`config.mk`:
```
export PLATFORM = sky130hd
export DESIGN_NAME = raster_timer
export DESIGN_NICKNAME = d
export VERILOG_FILES = /design/src/verilog/video_pkg.sv /design/src/verilog/raster_timer.sv
export SDC_FILE = /design/constraint.sdc
export NUM_CORES = 1
export LEC_CHECK = 0
export ABC_AREA = 0
export CAP_MARGIN = 10
export CELL_PAD_IN_SITES_DETAIL_PLACEMENT = 2
export CELL_PAD_IN_SITES_GLOBAL_PLACEMENT = 2
export CORE_UTILIZATION = 34
export DETAILED_ROUTE_END_ITERATION = 16
export DONT_BUFFER_PORTS = 1
export GPL_TIMING_DRIVEN = 0
export PLACE_DENSITY_LB_ADDON = 0.1
export SETUP_SLACK_MARGIN = 0.02
export SYNTH_ARGS = -nofsm -noshare
export SYNTH_HDL_FRONTEND = slang
export SYNTH_SLANG_ARGS = --single-unit
```
`constraint.sdc`:
```
create_clock -name clk -period 2.4 [get_ports clk]
set_clock_uncertainty 0.15 [all_clocks]
set_input_delay 0.24 -clock clk [delete_from_list [all_inputs] [get_ports clk]]
set_output_delay 0.24 -clock clk [all_outputs]
set_load 0.1 [all_outputs]
```
`src/verilog/video_pkg.sv`:
```
package video_pkg;

  // VGA 640x480 at 60 Hz, one clk per VGA pixel
  localparam int H_ACTIVE = 640;
  localparam int H_FRONT  = 16;
  localparam int H_SYNC   = 96;
  localparam int H_BACK   = 48;
  localparam int H_TOTAL  = H_ACTIVE + H_FRONT + H_SYNC + H_BACK;

  localparam int V_ACTIVE = 480;
  localparam int V_FRONT  = 11;
  localparam int V_SYNC   = 2;
  localparam int V_BACK   = 31;
  localparam int V_TOTAL  = V_ACTIVE + V_FRONT + V_SYNC + V_BACK;

  // Screen area placement, in VGA pixels and lines
  localparam int H_BORDER = 64;
  localparam int V_BORDER = 48;
  localparam int SCREEN_W = 256;
  localparam int SCREEN_H = 192;

  // Character layout of the two modes
  localparam int TEXT_LEFT   = 8;
  localparam int TEXT_COLS   = 40;
  localparam int GFX_COLS    = 32;
  localparam int CHAR_W_TEXT = 6;
  localparam int CHAR_W_GFX  = 8;

  localparam int INT_PULSE_LEN = 64;
  localparam int INT_CNT_W     = $clog2(INT_PULSE_LEN);

  localparam int VRAM_DEPTH = 16384;

  typedef logic [13:0] vram_addr_t;
  typedef logic [7:0]  vram_data_t;
  typedef logic [3:0]  color_index_t;
  typedef logic [23:0] rgb_t;
  typedef logic [7:0]  screen_coord_t;
  typedef logic [9:0]  hcount_t;
  typedef logic [9:0]  vcount_t;

  // Fixed TMS9918 colours, entry 0 is transparent
  localparam rgb_t PALETTE [16] = '{
    24'h000000, 24'h010101, 24'h3eb849, 24'h74d07d,
    24'h5955e0, 24'h8076f1, 24'h993e31, 24'h65dbef,
    24'hdb6559, 24'hff897d, 24'hccc35e, 24'hded087,
    24'h3aa241, 24'hb766b5, 24'h777777, 24'hffffff
  };

  typedef enum logic [0:0] {
    TEXT_MODE     = 1'b0,
    GRAPHICS_MODE = 1'b1
  } video_mode_t;

  typedef struct packed {
    video_mode_t  mode;
    logic         video_on;
    logic         vert_retrace_int;
    vram_addr_t   name_table_addr;
    vram_addr_t   pattern_table_addr;
    vram_addr_t   color_table_addr;
    color_index_t text_color;
    color_index_t back_color;
  } video_regs_t;

  typedef struct packed {
    hcount_t       hcount;
    vcount_t       vcount;
    screen_coord_t x;
    screen_coord_t y;
    logic [5:0]    char_col;
    logic [2:0]    char_pix;
    logic          half_pixel;
    logic          de;
    logic          border;
  } raster_pos_t;

  typedef enum logic [2:0] {
    IDLE,
    NAME_ADDR,
    PATTERN_ADDR,
    COLOR_ADDR,
    STORE
  } fetch_state_t;

endpackage

```
`src/verilog/raster_timer.sv`:
```
module raster_timer import video_pkg::*; (
  input  logic        clk,
  input  logic        reset,
  input  video_regs_t regs,
  output raster_pos_t pos,
  output logic        vga_hs,
  output logic        vga_vs,
  output logic        n_int
);

  hcount_t                hcount;
  vcount_t                vcount;
  logic [5:0]             char_col;
  logic [2:0]             char_pix;
  logic [3:0]             char_w;
  hcount_t                left_edge;
  hcount_t                right_edge;
  hcount_t                preload_h;
  hcount_t                h_off;
  vcount_t                v_off;
  logic                   h_border;
  logic                   v_border;
  logic                   int_active;
  logic [INT_CNT_W-1:0]   int_cnt;

  always_ff @(posedge clk) begin
    if (reset) begin
      hcount <= '0;
      vcount <= '0;
    end else if (hcount == H_TOTAL - 1) begin
      hcount <= '0;
      vcount <= (vcount == V_TOTAL - 1) ? '0 : vcount + 10'd1;
    end else begin
      hcount <= hcount + 10'd1;
    end
  end

  // Drawn area and cell width depend on the mode
  always_comb begin
    if (regs.mode == TEXT_MODE) begin
      char_w     = 4'(CHAR_W_TEXT);
      left_edge  = hcount_t'(H_BORDER + 2 * TEXT_LEFT);
      right_edge = hcount_t'(H_BORDER + 2 * (TEXT_LEFT + CHAR_W_TEXT * TEXT_COLS));
    end else begin
      char_w     = 4'(CHAR_W_GFX);
      left_edge  = hcount_t'(H_BORDER);
      right_edge = hcount_t'(H_BORDER + 2 * SCREEN_W);
    end
    // One spare cell before column 0 gives the fetch its time
    preload_h = left_edge - hcount_t'(2 * char_w + 1);
  end

  always_ff @(posedge clk) begin
    if (reset) begin
      char_pix <= '0;
      char_col <= '0;
    end else if (hcount == preload_h) begin
      char_pix <= '0;
      char_col <= '1;
    end else if (hcount[0]) begin
      if (char_pix == 3'(char_w - 4'd1)) begin
        char_pix <= '0;
        char_col <= char_col + 6'd1;
      end else begin
        char_pix <= char_pix + 3'd1;
      end
    end
  end

  // Vertical retrace interrupt, low for a fixed number of cycles
  always_ff @(posedge clk) begin
    if (reset) begin
      int_active <= 1'b0;
      int_cnt    <= '0;
    end else if (hcount == H_ACTIVE + H_FRONT && vcount == V_ACTIVE + V_FRONT &&
                 regs.vert_retrace_int) begin
      int_active <= 1'b1;
      int_cnt    <= INT_CNT_W'(INT_PULSE_LEN - 1);
    end else if (int_active) begin
      if (int_cnt == '0) begin
        int_active <= 1'b0;
      end else begin
        int_cnt <= int_cnt - 1'b1;
      end
    end
  end

  always_comb begin
    h_off    = hcount - hcount_t'(H_BORDER);
    v_off    = vcount - vcount_t'(V_BORDER);
    h_border = hcount < left_edge || hcount >= right_edge;
    v_border = vcount < V_BORDER || vcount >= V_BORDER + 2 * SCREEN_H;

    pos.hcount     = hcount;
    pos.vcount     = vcount;
    pos.x          = h_off[8:1];
    pos.y          = v_off[8:1];
    pos.char_col   = char_col;
    pos.char_pix   = char_pix;
    pos.half_pixel = hcount[0];
    pos.de         = hcount < H_ACTIVE && vcount < V_ACTIVE;
    pos.border     = h_border || v_border;
  end

  assign vga_hs = !(hcount >= H_ACTIVE + H_FRONT && hcount < H_ACTIVE + H_FRONT + H_SYNC);
  assign vga_vs = !(vcount >= V_ACTIVE + V_FRONT && vcount < V_ACTIVE + V_FRONT + V_SYNC);
  assign n_int  = !int_active;

endmodule

```
==> run metrics, run 1 <==
count of buffers from port buffering=0; wirelength, routed=6.26 mm; Final Hold Fails=0; Clock Path Buffers=2; Setup WS pre-CTS=-735 ps; FMAX=between 300 and 400 MHz; final setup vio count=22; relative slew slack=16.8%; Post-synth ARST share=0%; Setup TNS=-4360 ps; FILL cells=between 600 and 700; Synth Area in Compound Gates=11.7%; total iterations of the first detailed-routing run=4; Yosys cell types=48; clk slew on worst S/H paths=70 ps; count leader, synth=dfxtp_1; leak pwr=0.00111 uW; worst path required time=2010 ps; worst vdd ir=260 uV; antenna violations before repair=0; Final HPWL DP=4.38 mm; flops & latches, synth=36; Die X=83.6 um; predominant post-synthesis flop cell=dfxtp_1; Worst-Margin Slew=approximately 1200 ps; mux cell area share after synthesis=2.71%; detailed router's first-iteration violation count=36; Post-synth EDFFs=0; Cell Pwr Density=426 nW/um2; FF-to-FF setup slack=-150 ps; Commonest cells post-synth=36 x dfxtp_1, 26 x nor2_1, 20 x ha_1, 20 x xnor2_1, 19 x inv_1; post-synthesis sequential area ratio=31.9%; Final min period=3240 ps; ANT nets after route=0; Synth top area share=31.9%; IO Count=106; PnR worst setup slack=-844 ps; syn nets=341; row count=29; Num Clock Sinks=36; DIE AREA=6980 um2; total track usage=18.9%; final slew viol count=0; Worst Setup Path Type=flip-flop to primary output; largest net degree at the start of global routing=12; Period Utilization, post-route=135%; failing checks=setup timing; Hold Startpoint=regs[52]; share of cells above drive strength 1=40.5%; Worst Setup End Kind=primary output; critical path launch point type=flip-flop; hold path cells=3; Design Power=~1300 uW; initial core utilization=between 30% and 40%; Post-Synth Simple-Gate Area=22.8%; routed vias=1965; Layout Utilization=46.8%; Layout area overhead=32.1%; antenna diode count=0; YS warnings=0; grt ovf=0; largest family of logic cells by synthesized area=simple AND/OR/NAND/NOR gates; synthesized area per cell=8.50 um2; Synth Instances=between 200 and 300; Crit Reg-Reg Startpoint=hcount[6]; Num CTS Buffers=5; Adder-Cell Fraction of Synth Area=about 11%; drc violations=0; H-tree levels=2; min-delay worst type=primary input to flip-flop; clk_lat worst skew=290 ps; arrival time at the worst endpoint=about 2900 ps; WL/cell=between 15 and 20 um; Root Buffer=clkbuf_8; Vias/cell=~5.5; worst-path maximum fanout=7; NumNets Final=roughly 350; Synth Area in XOR/XNOR=10.5%; MaxCap Viol Count=0; CTS tree=done; RSZ-0062 raised after global routing=yes; r2r endpoint=vcount[9]; core area=6390 um2; vias in the first global route=2072; global-route wire length before repair=~11 mm; status=finished with violations; GP Congestion=0.723; Die Ht=83.6 um; Mapped Area=about 2300 um2; top post-synthesis cells by area=dfxtp_1 32%, ha_1 11%, xnor2_1 7.7%; Hold Buf Count CTS=0; Hold Path Sink=char_pix[1]; leading area contributor after synthesis=dfxtp_1; r2r worst-path depth=6
## critical path, cell delays in order, from the launching register on
cell and delay (ps):
dfxtp_4 590, clkinvlp_4 600, ha_4 370, nor3b_4 150, nand4b_1 850
## how the worst max path moves through the flow
stage,start,end,cells past startpoint
floorplan,vcount[4],vga_vs,4
global placement,vcount[6],vga_vs,4
detailed placement,vcount[6],vga_vs,4
CTS,vcount[4],vga_vs,4
global route,vcount[4],vga_vs,4
finish,vcount[4],vga_vs,4
## through the flow
stage | hold slack (ps) | instance area, um2 | std cells
after floorplan | 339 | 2420 | 266
after global routing | 79.1 | 2990 | 356
final | 60.9 | 2990 | 356
after global placement | 377 | 2520 | 343
after CTS | 57.4 | 2900 | 355
after detailed placement | 377 | 2520 | 343
## cells by family (layout without fill, tap and decap cells)
| kind of cell | after synthesis | count (layout) |
|---|---|---|
| fa+ha+maj | 20 | 20 |
| xor+xnor | 27 | 27 |
| buf+inv | 42 | 55 |
| simple gates | 95 | 95 |
| compound gates | 40 | 40 |
| mux | 6 | 6 |
| flops | 36 | 36 |
## report_power, final
part           switching, uW  leakage (uW)  internal (uW)
Combinational           79.6      0.000747           40.8
Clock                    222     0.0000515            262
Sequential              75.1      0.000306            593
Total                    377       0.00111            896
## cell type report
type | count | area, um2 | area share [%]
Inverter | 19 | 82.6 | 2.76
Sequential cell | 36 | 787 | 26.3
Buffer | 22 | 158 | 5.28
Clock buffer | 8 | 100 | 3.35
Timing Repair Buffer | 6 | 61.3 | 2.05
Tap cell | 77 | 96.3 | 3.22
Multi-Input combinational cell | 188 | 1700 | 57.0
## state kept, by name, indices dropped and copies added, names as in the netlist
| signal | count |
|---|---|
| int_cnt | 6 |
| vcount | 10 |
| char_col | 6 |
| int_active | 1 |
| char_pix | 3 |
| hcount | 10 |
## metal layers
layer  routed length (um)  track usage (%)  up-vias
met5                    0                0        -
met4                   85             5.55        0
li1                     -                -      935
met2                 3130             31.6       39
met1                 2810             23.8      982
met3                  237             4.75        9
## what timing repair did
| item | 4_1_cts | 5_1_grt |
|---|---|---|
| setup buffers | 5 | 2 |
| hold endpoints to repair | 0 | 0 |
| pin swaps | 28 | 18 |
| resized for setup | 53 | 20 |
| setup endpoints to repair | 37 | 41 |
## cells in the final DEF (no fill, tap or decap), drive strengths merged, types with 3 or more instances in the layout
cell type	Yosys	final
a21oi	18	18
nor4	7	7
buf	16	22
nand2	11	11
clkinvlp	0	3
inv	19	16
nor2	26	26
or4	3	3
nor3	9	9
ha	20	20
nand3	14	14
nand2b	4	4
nand4	8	8
o21ai	5	5
mux2i	5	5
dfxtp	36	36
clkbuf	7	14
xor2	7	7
nor3b	4	4
xnor2	20	20
No activity file was read; power rests on OpenSTA's default activity.
==> inputs of run 2 (changes only) <==
- CORE_UTILIZATION: 34 -> 31
- clock period: 2.4 -> 2.8 ns (I/O delays scaled with it)
==> run metrics, run 2 (synthesis gave the netlist of run 1 again) <==
status=finished with violations; failing checks=setup timing; Root Buffer=clkbuf_8; routed vias=1908; Hold Buf Count CTS=0; FILL cells=~820; min-delay worst type=primary input to flip-flop; global-route wire length before repair=9.98 mm; Post-Place Cell Area=2460 um2; leak pwr=between 0.0009 and 0.001 uW; Final HPWL DP=4.29 mm; Die Ht=87.4 um; antenna violations before repair=0; vias in the first global route=~1900; RSZ-0062 raised after global routing=yes; core area=roughly 6900 um2; Worst-Margin Slew=about 1200 ps; worst-path maximum fanout=7; FF-to-FF setup slack=170 ps; Num Clock Sinks=36; H-tree levels=2; clk_lat worst skew=290 ps; Crit Reg-Reg Startpoint=hcount[6]; share of cells above drive strength 1=27.0%; Clock Path Buffers=2; Design Power=1040 uW; Hold Startpoint=regs[52]; Final Hold Fails=0; DIE AREA=7640 um2; Worst Setup End Kind=primary output; hold path cells=3; NumNets Final=352; Seq. cell area=767 um2; WL/cell=between 15 and 20 um; footprint of the multi-input gates=approximately 1500 um2; final slew viol count=0; Final Non-Filler Cells=roughly 370; r2r endpoint=vcount[9]; worst vdd ir=approximately 180 uV; CTS tree=done; Layout area overhead=20.1%; detailed router's first-iteration violation count=29; Top Registers=hcount: 10 flops, vcount: 10 flops; grt ovf=0; clk slew on worst S/H paths=roughly 80 ps; initial core utilization=around a third; most common cell after layout, fill and taps aside=nor2_1; relative slew slack=18.2%; GP Congestion=0.711; MaxCap Viol Count=0; Period Utilization, post-route=118%; row count=30; total iterations of the first detailed-routing run=4; wirelength, routed=6.01 mm; critical path launch point type=flip-flop; Worst Setup Path Type=flip-flop to primary output; drc violations=0; placed insts=362; Die X=87.4 um; Hold Path Sink=char_pix[1]; antenna diode count=0; PnR worst setup slack=-505 ps; Cell Pwr Density=between 300 and 400 nW/um2; most frequent cells in the layout=26 x nor2_1, 19 x xnor2_1, 17 x a21oi_1, 17 x dfxtp_1, 15 x buf_4; IO Count=106; Setup TNS=-1350 ps; Vias/cell=about 5; Layout Cell Area excl Fill=2720 um2; ANT nets after route=0; total track usage=16.8%; Num CTS Buffers=5; worst path required time=2370 ps; FMAX=303 MHz; Layout Utilization=39.3%; r2r worst-path depth=6; count of buffers from port buffering=0; largest net degree at the start of global routing=12; final setup vio count=6; arrival time at the worst endpoint=approximately 2900 ps; Final min period=3310 ps
[run 2: cell count changes in the layout (fill, tap and decap cells not counted), moves of 4 or more]
cell,before,now
a21oi_1,9,17
dfxtp_4,15,9
a21oi_2,9,1
nor2_2,6,0
clkbuf_1,3,7
nor2_1,19,26
dfxtp_1,13,17
[run 2: power by group]
group	internal [uW]	switching [uW]	leakage, uW
logic	34.0	64.7	0.000633
registers	513	65.2	0.000303
clock network	175	190	0.0000422
[run 2: worst max path at each step]
stage                   start      to  slack, ps  cells after the start
floorplan           vcount[4]  vga_vs        -90                      4
global placement    vcount[6]  vga_vs       -340                      4
detailed placement  vcount[6]  vga_vs       -380                      4
CTS                 vcount[4]  vga_vs       -530                      4
global route        vcount[4]  vga_vs       -570                      4
finish              vcount[4]  vga_vs       -510                      4
[run 2: critical path, cell delays in order (launching register included)]
cell and delay [ps]:
dfxtp_4 600, clkinvlp_4 600, ha_4 360, nor3b_4 150, nand4b_1 870
[run 2: stage by stage]
stage,hold slack [ps],setup slack (ps)
6_report,96.3,-505
5_1_grt,133,-574
4_1_cts,85.5,-527
3_5_place_dp,409,-381
3_3_place_gp,392,-343
2_1_floorplan,379,-87.1
[run 2: what timing repair did]
action                                  CTS  global route
endpoints found under the setup margin   26            16
pin swaps                                10             5
gates resized for setup                  35             3
gates cloned                              0             0
buffers inserted                          3             1
[run 2: layer usage]
metal	GRT usage, %	routed length [um]	vias up	part of all wire [%]
li1	-	-	931	-
met1	22.7	2900	932	48
met2	26.8	2760	39	46
met3	3.51	275	6	4.6
met4	4.62	73	0	1.2
met5	0	0	-	0
[run 2: area by class of cell]
type / instances / share of cell area, %
plain buffers: 23 / 5.85
repair buffers: 4 / 1.10
inverters: 19 / 3.13
multi-input cells: 188 / 54.3
well taps: 96 / 4.42
clock inverters: 1 / 0.184
clock buffers: 7 / 2.81
flip-flops and latches: 36 / 28.2
