===== src/verilog/video_pkg.sv =====
package video_pkg;

  // VGA 640x480 at 60 Hz, one clk per VGA pixel
  localparam int H_ACTIVE = 640;
  localparam int H_FRONT  = 16;
  localparam int H_SYNC   = 96;
  localparam int H_BACK   = 48;
  localparam int H_TOTAL  = H_ACTIVE + H_FRONT + H_SYNC + H_BACK;

  localparam int V_ACTIVE = 480;
  localparam int V_FRONT  = 11;
  localparam int V_SYNC   = 2;
  localparam int V_BACK   = 31;
  localparam int V_TOTAL  = V_ACTIVE + V_FRONT + V_SYNC + V_BACK;

  // Screen area placement, in VGA pixels and lines
  localparam int H_BORDER = 64;
  localparam int V_BORDER = 48;
  localparam int SCREEN_W = 256;
  localparam int SCREEN_H = 192;

  // Character layout of the two modes
  localparam int TEXT_LEFT   = 8;
  localparam int TEXT_COLS   = 40;
  localparam int GFX_COLS    = 32;
  localparam int CHAR_W_TEXT = 6;
  localparam int CHAR_W_GFX  = 8;

  localparam int INT_PULSE_LEN = 64;
  localparam int INT_CNT_W     = $clog2(INT_PULSE_LEN);

  localparam int VRAM_DEPTH = 16384;

  typedef logic [13:0] vram_addr_t;
  typedef logic [7:0]  vram_data_t;
  typedef logic [3:0]  color_index_t;
  typedef logic [23:0] rgb_t;
  typedef logic [7:0]  screen_coord_t;
  typedef logic [9:0]  hcount_t;
  typedef logic [9:0]  vcount_t;

  // Fixed TMS9918 colours, entry 0 is transparent
  localparam rgb_t PALETTE [16] = '{
    24'h000000, 24'h010101, 24'h3eb849, 24'h74d07d,
    24'h5955e0, 24'h8076f1, 24'h993e31, 24'h65dbef,
    24'hdb6559, 24'hff897d, 24'hccc35e, 24'hded087,
    24'h3aa241, 24'hb766b5, 24'h777777, 24'hffffff
  };

  typedef enum logic [0:0] {
    TEXT_MODE     = 1'b0,
    GRAPHICS_MODE = 1'b1
  } video_mode_t;

  typedef struct packed {
    video_mode_t  mode;
    logic         video_on;
    logic         vert_retrace_int;
    vram_addr_t   name_table_addr;
    vram_addr_t   pattern_table_addr;
    vram_addr_t   color_table_addr;
    color_index_t text_color;
    color_index_t back_color;
  } video_regs_t;

  typedef struct packed {
    hcount_t       hcount;
    vcount_t       vcount;
    screen_coord_t x;
    screen_coord_t y;
    logic [5:0]    char_col;
    logic [2:0]    char_pix;
    logic          half_pixel;
    logic          de;
    logic          border;
  } raster_pos_t;

  typedef enum logic [2:0] {
    IDLE,
    NAME_ADDR,
    PATTERN_ADDR,
    COLOR_ADDR,
    STORE
  } fetch_state_t;

endpackage


===== src/verilog/pixel_color.sv =====
module pixel_color import video_pkg::*; (
  input  video_regs_t regs,
  input  raster_pos_t pos,
  input  logic        pattern_bit,
  input  vram_data_t  cell_color,
  output logic [7:0]  vga_r,
  output logic [7:0]  vga_g,
  output logic [7:0]  vga_b,
  output logic        vga_de
);

  color_index_t mode_index;
  color_index_t index;
  rgb_t         rgb;

  always_comb begin
    if (pos.border || !regs.video_on) begin
      mode_index = regs.back_color;
    end else if (regs.mode == TEXT_MODE) begin
      mode_index = pattern_bit ? regs.text_color : regs.back_color;
    end else begin
      // Foreground in the upper nibble
      mode_index = pattern_bit ? cell_color[7:4] : cell_color[3:0];
    end

    // Transparent shows the background
    index = (mode_index == '0) ? regs.back_color : mode_index;

    rgb = pos.de ? PALETTE[index] : '0;
  end

  assign vga_r  = rgb[23:16];
  assign vga_g  = rgb[15:8];
  assign vga_b  = rgb[7:0];
  assign vga_de = pos.de;

endmodule


===== config.mk =====
export PLATFORM = sky130hd
export DESIGN_NAME = pixel_color
export DESIGN_NICKNAME = d
export VERILOG_FILES = /design/src/verilog/video_pkg.sv /design/src/verilog/pixel_color.sv
export SDC_FILE = /design/constraint.sdc
export NUM_CORES = 1
export LEC_CHECK = 0
export ABC_CLOCK_PERIOD_IN_PS = 3950
export BUFFER_PORTS_ARGS = -buffer_cell sky130_fd_sc_hd__buf_4
export CAP_MARGIN = 20
export CORE_MARGIN = 2
export CORE_UTILIZATION = 38
export DETAILED_ROUTE_END_ITERATION = 8
export PLACE_DENSITY = 0.95
export SLEW_MARGIN = 5
export SYNTH_ARGS = -nofsm -noshare
export SYNTH_HDL_FRONTEND = slang
export SYNTH_SLANG_ARGS = --single-unit

===== constraint.sdc =====
create_clock -name vclk -period 3.95
set_input_delay 0.1975 -clock vclk [all_inputs]
set_output_delay 0.1975 -clock vclk [all_outputs]
set_load 0.02 [all_outputs]

==> key figures, run 1 <==
Run status
  – Run status: completed

Clock network
  – Setup Buffers After CTS: 0
  – Cts repair resizes: 0
  – Hold Buf Count CTS: 0

GRT
  – Global-route wire length before repair: 5890 um
  – Tot GR Track Use: 0.211
  – Gr ovfl total: 0
  – Initial antenna violation count: 0
  – Largest net degree at the start of global routing: 18
  – Vias in the first global route: 1311

Final layout
  – # diodes: 0
  – Share of post-route cells with drive strength above 1: 0.321
  – Clk_buf instances: 0
  – Fin cells: 221
  – Final Util: 0.502
  – Fin area: 1400 um^2
  – Seq cells: 0
  – Final Net Count: 310
  – Layout area overhead: 25.0%
  – Most frequent cells in the layout: buf_4, a21oi_1, nand2_1, o21ai_0, nor2_1
  – Commonest non-fill, non-tap cell in the layout: buf_4
  – Storage cell area: 0 um^2

Logic synthesis
  – Synth unique cells: 54
  – Seq/Total Area, Yosys: 0
  – Post-synthesis net count: 275
  – Synth area leaders: ha_1, a21oi_1, mux2i_1
  – Avg Inst Size Synth: 7.12 um^2
  – Syn. warnings: 0
  – Syn Inst Count: 157
  – Area share of the largest cell type after synthesis: 0.0896
  – Top cell type by total area after synthesis: ha_1
  – Cell Area, Synth: 1120 um^2

Placed design
  – Post-DP Area: 1400 um^2
  – Final GP Congestion: 0.912
  – Placed Cells: 221
  – Buffers on Ports: 46
  – Hpwl dp: 2700 um

Drt
  – First DRT Iteration DRCs: 105
  – DRT Wirelength: 3400 um
  – Drt drc: 0
  – DR vias: 1399
  – TritonRoute pass-1 iters: 5
  – Antenna viol nets, final: 0
  – DR WL/cell: 15.4 um
  – DR vias/cell: 6.33

Die
  – Ports: 135
  – Horiz. Die Dim: 58.2 um
  – Starting Density: 0.402
  – Die area: 3390 um^2
  – Row count: 19
  – Core area: 2780 um^2
  – DIE HEIGHT: 58.2 um

Setup path
  – Type of the worst setup path: in2out
  – Crit Path Max Fanout: 9
  – Setup crit start: pattern_bit
  – Arr. time, crit path: 3170 ps
  – Worst path required time: 3750 ps
  – Crit end category: primary output
  – Startpoint type of the worst setup path: input pin

Power and ir drop
  – Power density cells: 207 nW/um^2
  – Pwr Total: 0.000290 W
  – Lkg Pwr: 0.633 nW
  – VDD IR max: 0.109 mV

Timing
  – Final Max Slew Viols: 0
  – Top achievable clock speed: 297 MHz
  – Min cycle time layout: 3360 ps
  – Unrepaired setup endpoints after global routing: no
  – Final setup viols: 0
  – Slew headroom: 0.323
  – Crit share post-route: 0.852
  – Endpoints failing hold: 0
  – Fin Setup TNS: 0 ps
  – Worst-margin pin slew: 1010 ps

Min path
  – Hold_sp: pos[1]
  – Hold endpoint: vga_de
  – Hold Path Depth: 2
  – HP Class: in2out

Job
  – Maxcap violations: 0
## area by class of cell
| type | count | area [um^2] |
|---|---|---|
| Fill cell | 251 | 1390 |
| Inverter | 9 | 33.8 |
| Multi-Input combinational cell | 134 | 971 |
| Tap cell | 31 | 38.8 |
| Timing Repair Buffer | 47 | 353 |
## where the power goes
group,switching (W),leakage (nW),internal [W]
clock network,0,0,0
registers,0,0,0
logic,0.000172,0.633,0.000117
## worst max-delay path by stage
stage,slack (ps),cells after the start,end
6_report,590,12,vga_g[7]
5_1_grt,330,12,vga_g[7]
4_1_cts,620,12,vga_g[7]
3_5_place_dp,610,12,vga_g[7]
3_3_place_gp,710,12,vga_g[7]
2_1_floorplan,1140,10,vga_r[7]
## metal layers
metal	share of wire	vias to the layer above	track usage	wire, um
met1	0.40	632	0.294	1370
met3	0.089	4	0.0201	304
met4	0.0088	0	0.0399	30
met5	0	-	0	0
met2	0.50	87	0.356	1690
li1	-	676	-	-
## cell families after synthesis
family,Yosys count,share of synthesized area
AOI/OAI and AO/OA,77,0.514
and+or+nand+nor,40,0.185
buffers and inverters,23,0.131
muxes,9,0.0806
adders and majority gates,8,0.0896
## per-stage QoR
stage	hold slack, ps	worst slack (ps)
global route	745	328
CTS	733	616
detailed placement	732	607
finish	739	586
floorplan	508	1140
global placement	729	712
## cell usage after synthesis, types with 2 or more instances
library cell / n
o31ai_1: 4
a21oi_1: 18
and3_1: 2
mux2i_1: 9
nand2_1: 12
a32o_1: 3
o21ai_1: 2
nand2b_1: 2
a211oi_1: 5
nor2_1: 10
o211ai_1: 5
inv_1: 9
o32ai_2: 2
nand3_1: 4
o21ai_0: 11
clkbuf_1: 3
a31oi_1: 4
buf_4: 4
a211o_2: 2
buf_6: 5
ha_1: 8
## critical path, stage by stage
cell       delay (ps)
buf_4             150
mux2i_1           130
a211oi_1          400
nand2b_1          430
nor3_1            140
a21oi_1           400
inv_1             170
ha_1              320
inv_1             160
a2bb2oi_1         340
o32ai_2           140
buf_4             180
Power figures use the tool's default switching activity.
==> run 2: changes to the inputs <==
- CORE_ASPECT_RATIO: unset -> 0.7
==> key figures, run 2 (synthesis gave the netlist of run 1 again) <==
Run status
  – Run status: completed

Placed design
  – Buffers on Ports: 46
  – Hpwl dp: 2750 um
  – Final GP Congestion: 0.957
  – Pre-CTS WS: 811 ps

Drt
  – DRT Wirelength: 3510 um
  – First DRT Iteration DRCs: 220
  – DR vias: 1460
  – Drt drc: 0
  – TritonRoute pass-1 iters: 4
  – DR WL/cell: 15.4 um
  – Antenna viol nets, final: 0
  – DR vias/cell: 6.40

Setup path
  – Arr. time, crit path: 3010 ps
  – Crit Path Max Fanout: 9
  – Startpoint type of the worst setup path: input pin
  – Crit end category: primary output
  – Type of the worst setup path: in2out
  – Worst path required time: 3750 ps

Min path
  – HP Class: in2out
  – Hold endpoint: vga_de
  – Hold Path Depth: 2
  – Hold_sp: pos[1]

Timing
  – Crit share post-route: 0.813
  – Hold WS: 732 ps
  – Endpoints failing hold: 0
  – Setup slack after layout: 739 ps
  – Fin Setup TNS: 0 ps
  – Unrepaired setup endpoints after global routing: no
  – Min cycle time layout: 3210 ps
  – Final Max Slew Viols: 0
  – Worst-margin pin slew: 1080 ps
  – Final setup viols: 0
  – Top achievable clock speed: 311 MHz
  – Slew headroom: 0.277

GRT
  – Initial antenna violation count: 0
  – Gr ovfl total: 0
  – Vias in the first global route: 1129
  – M3 GR Usage: 0.00462
  – Tot GR Track Use: 0.194
  – GR Util met1: 0.288
  – M2 GR Usage: 0.316
  – Busiest layer in global routing: met2
  – Global-route wire length before repair: 5250 um
  – Largest net degree at the start of global routing: 18

Final layout
  – Storage cell area: 0 um^2
  – Final Util: 0.506
  – Clk_buf instances: 0
  – Multi-input gate area: 971 um^2
  – Share of post-route cells with drive strength above 1: 0.328
  – Final Net Count: 312
  – Layout area overhead: 26.9%
  – Commonest non-fill, non-tap cell in the layout: buf_4
  – # diodes: 0
  – Most frequent cells in the layout: buf_4, a21oi_1, nand2_1, o21ai_0, nor2_1
  – Fillcell total: 292
  – Seq cells: 0

Power and ir drop
  – VDD IR max: 0.0873 mV
  – Power density cells: 208 nW/um^2
  – Lkg Pwr: 0.643 nW

Clock network
  – Hold Buf Count CTS: 0
  – Cts repair resizes: 0
  – Setup Buffers After CTS: 0

Die
  – Horiz. Die Dim: 68.8 um
  – Ports: 135
  – DIE HEIGHT: 49.4 um
  – Starting Density: 0.399
  – Core area: 2800 um^2
  – Die area: 3400 um^2
  – Row count: 16

Job
  – Maxcap violations: 0
run 2: cell types whose count changed in the layout (fill, tap and decap cells not counted):
cell   previous run  this run
buf_4            47        49
run 2: power breakdown:
part	switching, W	leakage, nW	internal [W]
sequential	0	0	0
combinational	0.000175	0.643	0.000120
clock	0	0	0
total	0.000175	0.643	0.000120
run 2: through the flow:
step                      area, um^2  std cells  total power [W]
final                           1420        228         0.000295
after global routing            1420        228         0.000314
after CTS                       1420        228         0.000289
after detailed placement        1420        228         0.000289
after global placement          1420        228         0.000283
after floorplan                 1120        157         0.000200
run 2: worst max-delay path by stage:
| stage | from | end | slack (ps) | depth (start not counted) |
|---|---|---|---|---|
| after global routing | pattern_bit | vga_g[7] | 570 | 13 |
| final | pattern_bit | vga_r[2] | 740 | 13 |
| after CTS | pattern_bit | vga_g[7] | 810 | 13 |
| after global placement | pattern_bit | vga_g[7] | 880 | 13 |
| after floorplan | pattern_bit | vga_r[7] | 1140 | 10 |
| after detailed placement | pattern_bit | vga_g[7] | 810 | 13 |
run 2: layout make-up:
type               instances  share of cell area
inverters                  9              0.0238
well taps                 36              0.0318
repair buffers            49               0.259
multi-input cells        134               0.685
run 2: worst max-delay path, cell delays in order:
cell and delay, ps:
buf_4 150, mux2i_1 120, a211oi_1 380, nand2b_1 160, buf_4 170, nor3_1 70, a21oi_1 410, inv_1 170
ha_1 320, inv_1 180, a2bb2oi_1 360, a21oi_1 140, buf_4 180
run 2: routing by layer:
metal / vias to the layer above / wire (um)
li1: 687 / -
met1: 686 / 1500
met2: 82 / 1660
met3: 5 / 306
met4: 0 / 43
met5: - / 0
==> run 3: changes to the inputs <==
- ABC_CLOCK_PERIOD_IN_PS: 3950 -> 2700
- CORE_UTILIZATION: 38 -> 31
- PLACE_DENSITY: 0.95 -> 0.87
- clock period: 3.95 -> 2.7 ns (I/O delays scaled with it)
==> key figures, run 3 (synthesis gave the netlist of run 1 again) <==
Power and ir drop
  – Lkg Pwr: 0.681 nW
  – Power density cells: 300 nW/um^2
  – Pwr Total: 0.000455 W
  – VDD IR max: 0.128 mV

Placed design
  – Final GP Congestion: 0.946
  – Hpwl dp: 2960 um
  – Buffers on Ports: 46
  – Post-DP Area: 1490 um^2

Final layout
  – Layout area overhead: 35.9%
  – # diodes: 0
  – Clk_buf instances: 0
  – Share of post-route cells with drive strength above 1: 0.382
  – Fin area: 1520 um^2
  – Commonest non-fill, non-tap cell in the layout: buf_4
  – Storage cell area: 0 um^2
  – Most frequent cells in the layout: buf_4, a21oi_1, nand2_1, nor2_1, o21ai_0
  – Seq cells: 0
  – Final Net Count: 319
  – Final Util: 0.435

GRT
  – Initial antenna violation count: 0
  – Tot GR Track Use: 0.176
  – Vias in the first global route: 1211
  – Largest net degree at the start of global routing: 18
  – Global-route wire length before repair: 5700 um
  – Gr ovfl total: 0

Min path
  – HP Class: in2out
  – Hold endpoint: vga_de
  – Hold_sp: pos[1]
  – Hold Path Depth: 2

Timing
  – Unrepaired setup endpoints after global routing: no
  – Worst-margin pin slew: 639 ps
  – Fin Setup TNS: 0 ps
  – Final Max Slew Viols: 0
  – Endpoints failing hold: 0
  – Final setup viols: 0
  – Crit share post-route: 0.946
  – Slew headroom: 0.567
  – Top achievable clock speed: 391 MHz
  – Min cycle time layout: 2550 ps

Drt
  – Drt drc: 0
  – DRT Wirelength: 3750 um
  – DR vias/cell: 5.83
  – TritonRoute pass-1 iters: 5
  – First DRT Iteration DRCs: 186
  – DR vias: 1452
  – Antenna viol nets, final: 0
  – DR WL/cell: 15.0 um

Setup path
  – Worst path required time: 2570 ps
  – Crit end category: primary output
  – Startpoint type of the worst setup path: input pin
  – Type of the worst setup path: in2out
  – Worst stage delay on the critical path: 290 ps
  – Critical path cell sequence: buf_4, nand2b_4, or2_4, a21o_4, nor3_2, a21oi_2, inv_1, ha_1, inv_1, nor2_1, o32ai_2, buf_4
  – Crit Path Max Fanout: 10
  – Arr. time, crit path: 2420 ps
  – Crit-path slowest cell: ha_1
  – Crit path buf inv count: 4
  – Crit path max-delay family: simple AND/OR/NAND/NOR gates

Die
  – Horiz. Die Dim: 75.8 um
  – Die area: 4110 um^2
  – Starting Density: 0.320
  – Row count: 18
  – DIE HEIGHT: 54.2 um
  – Ports: 135
  – Core area: 3490 um^2

Run status
  – Run status: completed

Job
  – Maxcap violations: 0
==> run 3: cell types whose count changed in the layout (fill, tap and decap cells not counted) <==
| cell | previous run | this run |
|---|---|---|
| a21oi_1 | 18 | 17 |
| a31oi_1 | 4 | 3 |
| nor3_1 | 1 | 0 |
| buf_4 | 49 | 56 |
| a211oi_1 | 5 | 3 |
| o21ai_1 | 2 | 3 |
| a211oi_2 | 0 | 2 |
| a2bb2oi_1 | 1 | 0 |
| a2bb2oi_2 | 0 | 1 |
| nor3_2 | 0 | 1 |
| o21ai_0 | 11 | 10 |
| a21oi_2 | 1 | 2 |
| a31oi_2 | 0 | 1 |
==> run 3: how the worst max path moves through the flow <==
stage | from | endpoint | slack, ps | cells after the start
2_1_floorplan | pattern_bit | vga_r[7] | 10 | 10
3_3_place_gp | pattern_bit | vga_g[7] | 80 | 12
3_5_place_dp | pattern_bit | vga_g[7] | -10 | 12
4_1_cts | pattern_bit | vga_g[7] | 40 | 12
5_1_grt | pos[0] | vga_g[7] | 20 | 12
6_report | pos[0] | vga_g[7] | 150 | 12
==> run 3: repair_timing <==
action / CTS / global route
buffers inserted: 0 / 0
hold buffers: 0 / 0
cloned: 0 / 0
setup endpoints to repair: 2 / 10
gates resized for setup: 1 / 6
==> run 3: power breakdown <==
group / internal, W / leakage [nW] / switching [W]
clock: 0 / 0 / 0
combinational: 0.000190 / 0.681 / 0.000265
sequential: 0 / 0 / 0
total: 0.000190 / 0.681 / 0.000265
==> run 3: area by class of cell <==
class / instances / area, um^2
inverters: 9 / 33.8
repair buffers: 56 / 420
multi-input cells: 134 / 1000
fillers: 353 / 1970
well taps: 50 / 62.6
==> run 3: metrics by stage <==
stage / cells / worst slack [ps] / hold slack, ps
CTS: 249 / 44.1 / 607
floorplan: 157 / 14.3 / 383
detailed placement: 249 / -11.8 / 607
finish: 249 / 145 / 609
global route: 249 / 21.5 / 623
global placement: 249 / 83.9 / 604
==> run 3: layer usage <==
layer / share of wire / track usage / up-vias
met5: 0 / 0 / -
li1: - / - / 704
met3: 0.10 / 0.0129 / 2
met2: 0.45 / 0.273 / 73
met4: 0.0088 / 0.0263 / 0
met1: 0.44 / 0.268 / 673
