===== config.mk =====
export PLATFORM = sky130hd
export DESIGN_NAME = fetch_fsm
export DESIGN_NICKNAME = d
export VERILOG_FILES = /design/src/verilog/video_pkg.sv /design/src/verilog/fetch_fsm.sv
export SDC_FILE = /design/constraint.sdc
export NUM_CORES = 1
export LEC_CHECK = 0
export BUFFER_PORTS_ARGS = -buffer_cell sky130_fd_sc_hd__buf_2
export CAP_MARGIN = 10
export CORE_UTILIZATION = 44
export DETAILED_ROUTE_END_ITERATION = 12
export PLACE_DENSITY = 0.8
export REMOVE_ABC_BUFFERS = 1
export SYNTH_ARGS = -nofsm -noshare
export SYNTH_HDL_FRONTEND = slang
export SYNTH_SLANG_ARGS = --single-unit
export TNS_END_PERCENT = 100

===== constraint.sdc =====
create_clock -name clk -period 7.55 [get_ports clk]
set_input_delay 0.3775 -clock clk [delete_from_list [all_inputs] [get_ports clk]]
set_output_delay 0.3775 -clock clk [all_outputs]
set_load 0.02 [all_outputs]

===== src/verilog/video_pkg.sv =====
package video_pkg;

  // VGA 640x480 at 60 Hz, one clk per VGA pixel
  localparam int H_ACTIVE = 640;
  localparam int H_FRONT  = 16;
  localparam int H_SYNC   = 96;
  localparam int H_BACK   = 48;
  localparam int H_TOTAL  = H_ACTIVE + H_FRONT + H_SYNC + H_BACK;

  localparam int V_ACTIVE = 480;
  localparam int V_FRONT  = 11;
  localparam int V_SYNC   = 2;
  localparam int V_BACK   = 31;
  localparam int V_TOTAL  = V_ACTIVE + V_FRONT + V_SYNC + V_BACK;

  // Screen area placement, in VGA pixels and lines
  localparam int H_BORDER = 64;
  localparam int V_BORDER = 48;
  localparam int SCREEN_W = 256;
  localparam int SCREEN_H = 192;

  // Character layout of the two modes
  localparam int TEXT_LEFT   = 8;
  localparam int TEXT_COLS   = 40;
  localparam int GFX_COLS    = 32;
  localparam int CHAR_W_TEXT = 6;
  localparam int CHAR_W_GFX  = 8;

  localparam int INT_PULSE_LEN = 64;
  localparam int INT_CNT_W     = $clog2(INT_PULSE_LEN);

  localparam int VRAM_DEPTH = 16384;

  typedef logic [13:0] vram_addr_t;
  typedef logic [7:0]  vram_data_t;
  typedef logic [3:0]  color_index_t;
  typedef logic [23:0] rgb_t;
  typedef logic [7:0]  screen_coord_t;
  typedef logic [9:0]  hcount_t;
  typedef logic [9:0]  vcount_t;

  // Fixed TMS9918 colours, entry 0 is transparent
  localparam rgb_t PALETTE [16] = '{
    24'h000000, 24'h010101, 24'h3eb849, 24'h74d07d,
    24'h5955e0, 24'h8076f1, 24'h993e31, 24'h65dbef,
    24'hdb6559, 24'hff897d, 24'hccc35e, 24'hded087,
    24'h3aa241, 24'hb766b5, 24'h777777, 24'hffffff
  };

  typedef enum logic [0:0] {
    TEXT_MODE     = 1'b0,
    GRAPHICS_MODE = 1'b1
  } video_mode_t;

  typedef struct packed {
    video_mode_t  mode;
    logic         video_on;
    logic         vert_retrace_int;
    vram_addr_t   name_table_addr;
    vram_addr_t   pattern_table_addr;
    vram_addr_t   color_table_addr;
    color_index_t text_color;
    color_index_t back_color;
  } video_regs_t;

  typedef struct packed {
    hcount_t       hcount;
    vcount_t       vcount;
    screen_coord_t x;
    screen_coord_t y;
    logic [5:0]    char_col;
    logic [2:0]    char_pix;
    logic          half_pixel;
    logic          de;
    logic          border;
  } raster_pos_t;

  typedef enum logic [2:0] {
    IDLE,
    NAME_ADDR,
    PATTERN_ADDR,
    COLOR_ADDR,
    STORE
  } fetch_state_t;

endpackage


===== src/verilog/fetch_fsm.sv =====
module fetch_fsm import video_pkg::*; (
  input  logic        clk,
  input  logic        reset,
  input  video_regs_t regs,
  input  raster_pos_t pos,
  input  vram_data_t  vid_data,
  output vram_addr_t  vid_addr,
  output logic        load_pattern,
  output logic        load_color
);

  fetch_state_t state;
  logic         graphics;
  logic [5:0]   next_col;
  logic [4:0]   row;
  logic [2:0]   line;
  logic [2:0]   start_pix;
  logic         in_rows;
  logic         col_valid;
  logic         start;
  vram_data_t   name_reg;
  vram_data_t   pat_name;
  vram_addr_t   name_addr;
  vram_addr_t   pattern_addr;
  vram_addr_t   color_addr;

  always_comb begin
    graphics = regs.mode == GRAPHICS_MODE;
    next_col = pos.char_col + 6'd1;
    row      = pos.y[7:3];
    line     = pos.y[2:0];

    // Start so that the pattern byte lands in the last half of the cell
    start_pix = graphics ? 3'd3 : 3'd2;
    in_rows   = pos.vcount >= V_BORDER && pos.vcount < V_BORDER + 2 * SCREEN_H;
    col_valid = graphics ? next_col < GFX_COLS : next_col < TEXT_COLS;
    start     = regs.video_on && in_rows && col_valid && pos.half_pixel &&
                pos.char_pix == start_pix;

    if (graphics) begin
      name_addr = regs.name_table_addr + vram_addr_t'({row, next_col[4:0]});
    end else begin
      name_addr = regs.name_table_addr + vram_addr_t'(row * TEXT_COLS + next_col);
    end

    // In text mode the name byte is still on the read port here
    pat_name     = graphics ? name_reg : vid_data;
    pattern_addr = regs.pattern_table_addr + vram_addr_t'({pat_name, line});
    color_addr   = regs.color_table_addr + vram_addr_t'(vid_data[7:3]);

    load_color   = state == PATTERN_ADDR && pos.half_pixel && graphics;
    load_pattern = state == STORE && pos.half_pixel;
  end

  // State steps only on the second cycle of each screen pixel
  always_ff @(posedge clk) begin
    if (reset) begin
      state <= IDLE;
    end else begin
      case (state)
        IDLE: begin
          if (start) begin
            state <= NAME_ADDR;
          end
        end
        NAME_ADDR: begin
          if (pos.half_pixel) begin
            state <= graphics ? COLOR_ADDR : PATTERN_ADDR;
          end
        end
        COLOR_ADDR: begin
          if (pos.half_pixel) begin
            state <= PATTERN_ADDR;
          end
        end
        PATTERN_ADDR: begin
          if (pos.half_pixel) begin
            state <= STORE;
          end
        end
        STORE: begin
          if (pos.half_pixel) begin
            state <= IDLE;
          end
        end
        default: begin
          state <= IDLE;
        end
      endcase
    end
  end

  always_ff @(posedge clk) begin
    if (pos.half_pixel) begin
      case (state)
        NAME_ADDR: begin
          vid_addr <= name_addr;
        end
        COLOR_ADDR: begin
          // Name byte is needed again for the pattern read
          name_reg <= vid_data;
          vid_addr <= color_addr;
        end
        PATTERN_ADDR: begin
          vid_addr <= pattern_addr;
        end
        default: begin
        end
      endcase
    end
  end

endmodule


==> flow_summary.json, run 1 <==
{
  "status": "finished clean",
  "report.final.slew_viol_count": 0,
  "ys_top_cells_by_area": "edfxtp_1 18%, ha_1 17%, xnor2_1 5.1%",
  "syn_area_um2": 3760,
  "seq_area_frac_synth_pct": 19.17,
  "rows": 33,
  "r2r-end": "vid_addr[12]",
  "final-seq-area_um2": 720.7,
  "power_density_nw_per_um2": 129.3,
  "min_to": "state[1]",
  "final_cells": 621,
  "post_drt_wl_per_cell_um": 15.34,
  "synth_area_leader_cell": "edfxtp_1",
  "period_needed_ps": 3249,
  "setup-tns-final_ps": 0,
  "cts_root_buf": "clkbuf_8",
  "post-dp-hpwl_mm": 7.962,
  "synthCells": 428,
  "viasPerCell": 5.831,
  "synth.top_cell.area_share_pct": 17.57,
  "cp_max_fo": 6,
  "path_clk_slew_ps": 90,
  "hold_buffers": 0,
  "relSlewSlack_pct": 20.37,
  "final_cell_area_um2": 4365,
  "syn_to_final_growth_pct": 16.11,
  "initial_utilization_pct": 45.53,
  "cts_buffers": 3,
  "synth-edff-count": 22,
  "vias": 3621,
  "dpl_worst_slack_ps": 4045,
  "synthFlopType": "edfxtp_1",
  "fillers": 787,
  "cts_sinks": 25,
  "async_flop_share_pct": 0,
  "dieWidth_um": 94.44,
  "place_area_um2": 4320,
  "startpoint_type": "primary input",
  "remaining_drc_errors": 0,
  "multiInputGateArea_um2": 2898,
  "insertion_delay_ps": 270,
  "grt_usage_pct": 21.89,
  "min_path_type": "in2reg",
  "clockBufferDepth": 2,
  "die_h_um": 94.44,
  "post_cts_buffers": 0,
  "min_from": "reset",
  "path_class": "in2reg",
  "cap_violations": 0,
  "pin_count": 127,
  "crit_arrival_ps": 3280,
  "cts_resized": 0,
  "final.setup_skew_ps": 1.778,
  "regToRegSetupSlack_ps": 4950,
  "rsz0062_at_grt": "no",
  "globalRouteOverflowTotal": 0,
  "fin_ws_ps": 4301,
  "place.gp.congestion": 0.9549,
  "post-route-period-util_pct": 43.04,
  "rr_worst_depth": 8,
  "first_iter_violations": 139,
  "antennaDiodeCount": 0,
  "cts_tree": "yes",
  "antenna_found_initial": 0,
  "hold_viol": 0,
  "htreeDepth": 1,
  "p_leak_nw": 1.931,
  "portBuffers": 93,
  "max_freq_mhz": 307.7,
  "place_inst": 617,
  "synth_cell_types": 67,
  "p_total_w": 0.0005646,
  "finalSetupViolations": 0,
  "peakVddDrop_uv": 85.45,
  "ant_nets": 0,
  "synth_seq_cells": 25,
  "grt_max_degree": 26,
  "grt_pass1_wl_mm": 15.56,
  "hold_depth": 2,
  "grt_pass1_vias": 3454,
  "rr_startpoint": "name_reg[5]",
  "synth_area_per_cell_um2": 8.785,
  "coreArea_um2": 8258,
  "drive_gt1_share_pct": 23.26,
  "firstDrtPassIters": 4,
  "cp.required_ps": 7580,
  "final_nets": 686,
  "endpoint_kind": "register",
  "die_area_um2": 8919,
  "yosysWarnings": 0,
  "worst_pin_slew_ps": 1192,
  "largest_reg_flops": 14,
  "wl_mm": 9.524
}
-- worst max-delay path by stage --
stage,cells past startpoint,startpoint,slack [ps],endpoint
floorplan,14,pos[16],4420,vid_addr[13]
global placement,15,pos[16],4110,vid_addr[13]
detailed placement,15,pos[16],4050,vid_addr[13]
CTS,15,pos[16],4350,vid_addr[13]
global route,15,pos[16],4120,vid_addr[13]
finish,15,pos[16],4300,vid_addr[13]
-- layer usage --
layer	track usage [%]	part of all wire, %	up-vias	routed length, um
li1	-	-	1797	-
met1	29.09	45	1666	4248
met2	39.01	47	150	4501
met3	1.610	7.5	8	715
met4	3.846	0.61	0	58
met5	0	0	-	0
-- cell families after synthesis --
logic type	count (synthesis)	synth area share, %
buf+inv	37	3.760
flops	25	19.17
xor+xnor	38	9.052
compound gates	134	25.89
mux	13	3.860
fa+ha+maj	58	20.90
simple gates	123	17.37
-- where the power goes --
part           leakage [nW]  internal, W  total [W]  switching (W)
clock network        0.0228    0.0000378  0.0000825      0.0000446
logic                  1.69     0.000148   0.000325       0.000177
registers             0.222     0.000156   0.000157    0.000000857
-- metrics by stage --
stage                     hold slack [ps]  utilization (%)
after floorplan                     446.6                -
after global placement              537.9            52.32
after detailed placement            551.7            52.32
after CTS                           280.3            52.86
after global routing                284.6            52.86
final                               281.1            52.86
-- worst max-delay path, stage by stage --
cell     delay, ps
buf_2          120
ha_1           280
ha_1           170
inv_1           50
fa_1           400
nor2b_1        130
o21a_1         140
ha_1           230
ha_1           370
a21o_1         200
nor4_1         210
a21oi_1        160
a32oi_1        210
a211o_1        150
nand3_1         80
-- synthesized netlist by cell type, types with 7 or more instances --
cell / number
ha_1: 50
a21oi_1: 29
inv_1: 27
nor2_1: 23
edfxtp_1: 22
xnor2_1: 22
nand3_1: 21
nand2_1: 18
nor3_1: 16
o21a_1: 15
xor2_1: 15
o21ai_0: 14
a211oi_1: 13
a21o_1: 12
fa_1: 8
mux2_2: 8
o21bai_1: 8
nand4_1: 7
-- layout make-up --
type / instances / share of cell area, %
multi-input cells: 366 / 66.38
inverters: 28 / 2.408
flip-flops and latches: 25 / 16.51
repair buffers: 93 / 10.66
well taps: 105 / 3.009
clock buffers: 4 / 1.032
-- layout by cell type, fill, tap and decap left out, types with 16 or more instances in the layout --
cell type and n:
nor2_1 23, a21oi_1 29, nand3_1 21, ha_1 50, buf_2 93, edfxtp_1 22, inv_1 27, nand2_1 18
xnor2_1 22, nor3_1 16
Note: power is estimated with default switching activity, not from simulation.
==> run 2: changes to the inputs <==
==> constraint.sdc (replaced) <==
create_clock -name clk -period 3.1 [get_ports clk]
set_input_delay 0.155 -clock clk [delete_from_list [all_inputs] [get_ports clk]]
set_output_delay 0.155 -clock clk [all_outputs]
set_load 0.02 [all_outputs]
==> run 2 against run 1 <==
  * Die area did not move
  * Cell count rose by 2.4%
  * Global-route usage fell by 0.083 points
  * Sequential power rose by 140%
  * Sequential share of layout area fell by 0.40 points
  * Combinational power rose to 2.5 times the previous value
  * Highest routed layer unchanged
==> flow_summary.json, run 2 (same netlist as run 1, synthesis figures left out) <==
{
  "cap_violations": 0,
  "hold_viol": 0,
  "max_freq_mhz": 349.7,
  "viasPerCell": 5.723,
  "status": "finished clean",
  "portBuffers": 93,
  "firstDrtPassIters": 4,
  "crit_path_frequent_cell": "ha_1",
  "cts_resized": 0,
  "drive_gt1_share_pct": 25.47,
  "crit_chain": "buf_2 > ha_1 > ha_1 > inv_1 > fa_1 > inv_1 > ha_1 > ha_1 > o21a_1 > o32ai_1 > a21oi_1 > a32oi_1 > a211o_1 > nand3_1",
  "die_h_um": 94.44,
  "remaining_drc_errors": 0,
  "globalRouteOverflowTotal": 0,
  "worst_pin_slew_ps": 688.5,
  "grt_max_degree": 22,
  "post_drt_wl_per_cell_um": 14.99,
  "final_cell_area_um2": 4474,
  "clkPwrFrac_pct": 14.1,
  "min_path_type": "in2reg",
  "die_area_um2": 8919,
  "grt_pass1_wl_mm": 15.64,
  "initial_utilization_pct": 45.53,
  "clockBufferDepth": 2,
  "switching_share_pct": 38.83,
  "seqPwrFrac_pct": 27.3,
  "place.gp.congestion": 0.9747,
  "slowest_delay_ps": 470,
  "cp_max_fo": 3,
  "pwr-share-comb_pct": 58.6,
  "fin_ws_ps": 240.1,
  "layout_commonest_cell": "buf_2",
  "rows": 33,
  "hold_buffers": 0,
  "peakVddDrop_uv": 234.4,
  "post-dp-hpwl_mm": 8.117,
  "cts_root_buf": "clkbuf_8",
  "power_density_nw_per_um2": 312.7,
  "wl_mm": 9.535,
  "relSlewSlack_pct": 54.03,
  "vias": 3640,
  "first_iter_violations": 135,
  "cts_buffers": 3,
  "antenna_found_initial": 0,
  "final_nets": 700,
  "finalSetupViolations": 0,
  "syn_to_final_growth_pct": 19.00,
  "post-route-period-util_pct": 92.25,
  "final.setup_skew_ps": 0.9883,
  "htreeDepth": 1,
  "cts_tree": "yes",
  "path_delay_family": "adder cells",
  "post_cts_buffers": 0,
  "multiInputGateArea_um2": 2898,
  "p_leak_nw": 2.002,
  "cp.required_ps": 3120,
  "cp_slowest_cell": "fa_1",
  "largest_reg_flops": 14,
  "coreArea_um2": 8258,
  "pin_count": 127,
  "report.final.slew_viol_count": 0,
  "dieWidth_um": 94.44,
  "final-seq-area_um2": 720.7,
  "dpl_worst_slack_ps": -53.45,
  "p_sw_w": 0.0005434,
  "rsz0062_at_grt": "no",
  "grt_pass1_vias": 3588,
  "startpoint_type": "primary input",
  "final_cell_mix": "93 x buf_2, 50 x ha_1, 29 x a21oi_1",
  "path_class": "in2reg",
  "path_clk_slew_ps": 90,
  "grt_usage_pct": 21.81,
  "insertion_delay_ps": 270,
  "internal_power_w": 0.0008559,
  "endpoint_kind": "register",
  "ant_nets": 0,
  "holdWs_ps": 65.18,
  "period_needed_ps": 2860,
  "fillers": 762,
  "crit_buf_inv": 3,
  "place_area_um2": 4425,
  "cts_sinks": 25,
  "crit_arrival_ps": 2880
}
[run 2: cell count changes in the layout (fill, tap and decap cells not counted)]
cell / previous run / this run
clkbuf_1: 1 / 0
diode_2: 0 / 1
clkinv_2: 0 / 1
buf_4: 0 / 14
[run 2: area by class of cell]
cell class / count / area share, %
Sequential cell: 25 / 16.11
Multi-Input combinational cell: 366 / 64.77
Clock inverter: 1 / 0.1119
Clock buffer: 3 / 0.9228
Antenna cell: 1 / 0.05593
Timing Repair Buffer: 107 / 12.75
Tap cell: 105 / 2.936
Inverter: 28 / 2.349
[run 2: power by group through the flow]
stage	Sequential [W]	Combinational, W	Clock, W
floorplan	0.000391	0.000571	0
global placement	0.000390	0.000786	0
detailed placement	0.000390	0.000805	0
CTS	0.000382	0.000811	0.000199
global route	0.000383	0.000914	0.000209
finish	0.000382	0.000820	0.000197
[run 2: worst paths after layout]
check                   start      endpoint  slack (ps)  depth (start not counted)
setup reg to reg  name_reg[7]  vid_addr[12]         510                          8
hold reg to reg      state[1]      state[1]         570                          2
hold / removal          reset      state[0]          70                          2
setup / recovery      pos[16]  vid_addr[13]         240                         14
[run 2: metrics by stage]
step | total power [W] | cells | setup TNS, ps | util (%)
floorplan | 0.0009620 | 419 | 0 | -
global placement | 0.001176 | 631 | -20.48 | 53.59
detailed placement | 0.001195 | 631 | -90.26 | 53.59
CTS | 0.001392 | 635 | 0 | 54.15
global route | 0.001505 | 635 | 0 | 54.15
finish | 0.001399 | 636 | 0 | 54.18
[run 2: per-layer routing]
layer | global-route usage, % | wire length [um]
met5 | 0 | 0
met4 | 5.256 | 104
met3 | 2.496 | 643
met2 | 38.65 | 4529
met1 | 28.05 | 4257
==> run 3: changes to the inputs <==
--- a/config.mk
+++ b/config.mk
@@ -7,6 +7,7 @@
 export LEC_CHECK = 0
 export BUFFER_PORTS_ARGS = -buffer_cell sky130_fd_sc_hd__buf_2
 export CAP_MARGIN = 10
+export CORE_MARGIN = 2
 export CORE_UTILIZATION = 44
 export DETAILED_ROUTE_END_ITERATION = 12
 export PLACE_DENSITY = 0.8
==> run 3 against run 2 <==
  * Hold slack worse by 8.5 ps
  * Sequential cell count unchanged
  * Wire length increased by 2.3%
  * Register-to-register slack better by 50 ps
  * Sequential power hardly changed
  * Clock power about the same
  * Cell count fell by 0.16%
  * Critical path type unchanged
  * Largest power group unchanged
==> flow_summary.json, run 3 (same netlist as run 1, synthesis figures left out) <==
{
  "viasPerCell": 5.743,
  "final_nets": 700,
  "dpl_worst_slack_ps": -72.84,
  "die_h_um": 96.44,
  "cp_max_fo": 3,
  "path_class": "in2reg",
  "htreeDepth": 1,
  "worst_pin_slew_ps": 717.4,
  "ant_nets": 0,
  "startpoint_type": "primary input",
  "firstDrtPassIters": 5,
  "min_from": "reset",
  "endpoint_kind": "register",
  "coreArea_um2": 8258,
  "status": "finished clean",
  "grt_max_degree": 22,
  "portBuffers": 93,
  "internal_power_w": 0.0008615,
  "layout_commonest_cell": "buf_2",
  "insertion_delay_ps": 270,
  "place_area_um2": 4425,
  "peakVddDrop_uv": 143.8,
  "report.final.slew_viol_count": 0,
  "grt_usage_pct": 21.21,
  "wl_mm": 9.758,
  "p_leak_nw": 2.004,
  "clkPwrFrac_pct": 14.0,
  "cap_violations": 0,
  "hold_depth": 2,
  "cts_tree": "yes",
  "min_to": "state[1]",
  "cp.required_ps": 3130,
  "final.setup_skew_ps": 2.449,
  "grt_pass1_vias": 3598,
  "cts_sinks": 25,
  "grt_pass1_wl_mm": 15.70,
  "setup-tns-final_ps": 0,
  "seqPwrFrac_pct": 27.0,
  "die_area_um2": 9301,
  "p_sw_w": 0.0005543,
  "initial_utilization_pct": 45.53,
  "place.gp.congestion": 0.9492,
  "largest_reg_flops": 14,
  "vias": 3647,
  "post-route-period-util_pct": 92.23,
  "final_cell_mix": "93 x buf_2, 50 x ha_1, 28 x a21oi_1",
  "post-dp-hpwl_mm": 8.303,
  "post_drt_wl_per_cell_um": 15.37,
  "fin_ws_ps": 241.0,
  "clockBufferDepth": 2,
  "final_cell_area_um2": 4489,
  "switching_share_pct": 39.15,
  "fillers": 781,
  "pin_count": 127,
  "antenna_found_initial": 0,
  "remaining_drc_errors": 0,
  "cts_root_buf": "clkbuf_8",
  "first_iter_violations": 163,
  "finalSetupViolations": 0,
  "drive_gt1_share_pct": 26.04,
  "hold_viol": 0,
  "rr_worst_depth": 8,
  "path_clk_slew_ps": 90,
  "min_path_type": "in2reg",
  "dieWidth_um": 96.44,
  "rows": 33,
  "crit_arrival_ps": 2890,
  "rr_startpoint": "name_reg[4]",
  "rsz0062_at_grt": "no",
  "pwr-share-comb_pct": 59.0,
  "antennaDiodeCount": 0,
  "max_freq_mhz": 349.8,
  "cts_buffers": 3,
  "relSlewSlack_pct": 52.11,
  "regToRegSetupSlack_ps": 560,
  "critPathLaunch": "pos[16]",
  "period_needed_ps": 2859,
  "syn_to_final_growth_pct": 19.40,
  "globalRouteOverflowTotal": 0,
  "power_density_nw_per_um2": 315.4,
  "r2r-end": "vid_addr[13]"
}
-- run 3: layer usage --
metal	vias up	global-route usage [%]	share of wire (%)	routed length (um)
li1	1821	-	-	-
met1	1677	27.59	44	4256
met2	141	37.85	48	4665
met3	8	2.483	7.9	773
met4	0	4.460	0.64	62
met5	-	0	0	0
-- run 3: layout make-up --
type / count / area [um2] / share of cell area [%]
clock buffer: 3 / 41.29 / 0.9197
clock inverter: 1 / 5.005 / 0.1115
inverter: 28 / 105.1 / 2.341
multi-input combinational: 366 / 2915 / 64.94
sequential: 25 / 720.7 / 16.05
tap: 105 / 131.4 / 2.926
timing repair buffer: 107 / 570.5 / 12.71
-- run 3: worst max path at each step --
stage,slack (ps),end,cells past startpoint
2_1_floorplan,190,vid_addr[13],14
3_3_place_gp,-10,vid_addr[13],14
3_5_place_dp,-70,vid_addr[13],14
4_1_cts,230,vid_addr[13],14
5_1_grt,20,vid_addr[13],15
6_report,240,vid_addr[13],14
-- run 3: through the flow --
stage | power, W | hold WS (ps) | cells | utilization [%]
final | 0.001416 | 56.66 | 635 | 54.36
after global routing | 0.001530 | 60.35 | 635 | 54.36
after CTS | 0.001401 | 56.95 | 635 | 54.15
after detailed placement | 0.001199 | 349.0 | 631 | 53.59
after global placement | 0.001177 | 347.6 | 631 | 53.59
after floorplan | 0.0009620 | 224.1 | 419 | -
-- run 3: power groups by stage --
stage	clock, W	sequential, W	combinational (W)
floorplan	0	0.000391	0.000571
global placement	0	0.000390	0.000787
detailed placement	0	0.000390	0.000809
CTS	0.000203	0.000382	0.000815
global route	0.000216	0.000383	0.000932
finish	0.000198	0.000382	0.000835
-- run 3: repair_timing --
| action | in CTS | in global routing |
|---|---|---|
| hold endpoints to repair | 0 | 0 |
| buffers inserted | 0 | 0 |
| resized for setup | 0 | 3 |
| setup endpoints to repair | 0 | 1 |
| hold buffers | 0 | 0 |
-- run 3: critical path, cell delays in order --
cell,delay (ps)
buf_2,110
ha_1,270
ha_1,160
inv_1,60
fa_1,480
inv_1,50
ha_1,280
ha_1,310
o21a_1,230
o32ai_2,270
a21oi_2,80
a32oi_1,220
a211o_1,160
nand3_1,70
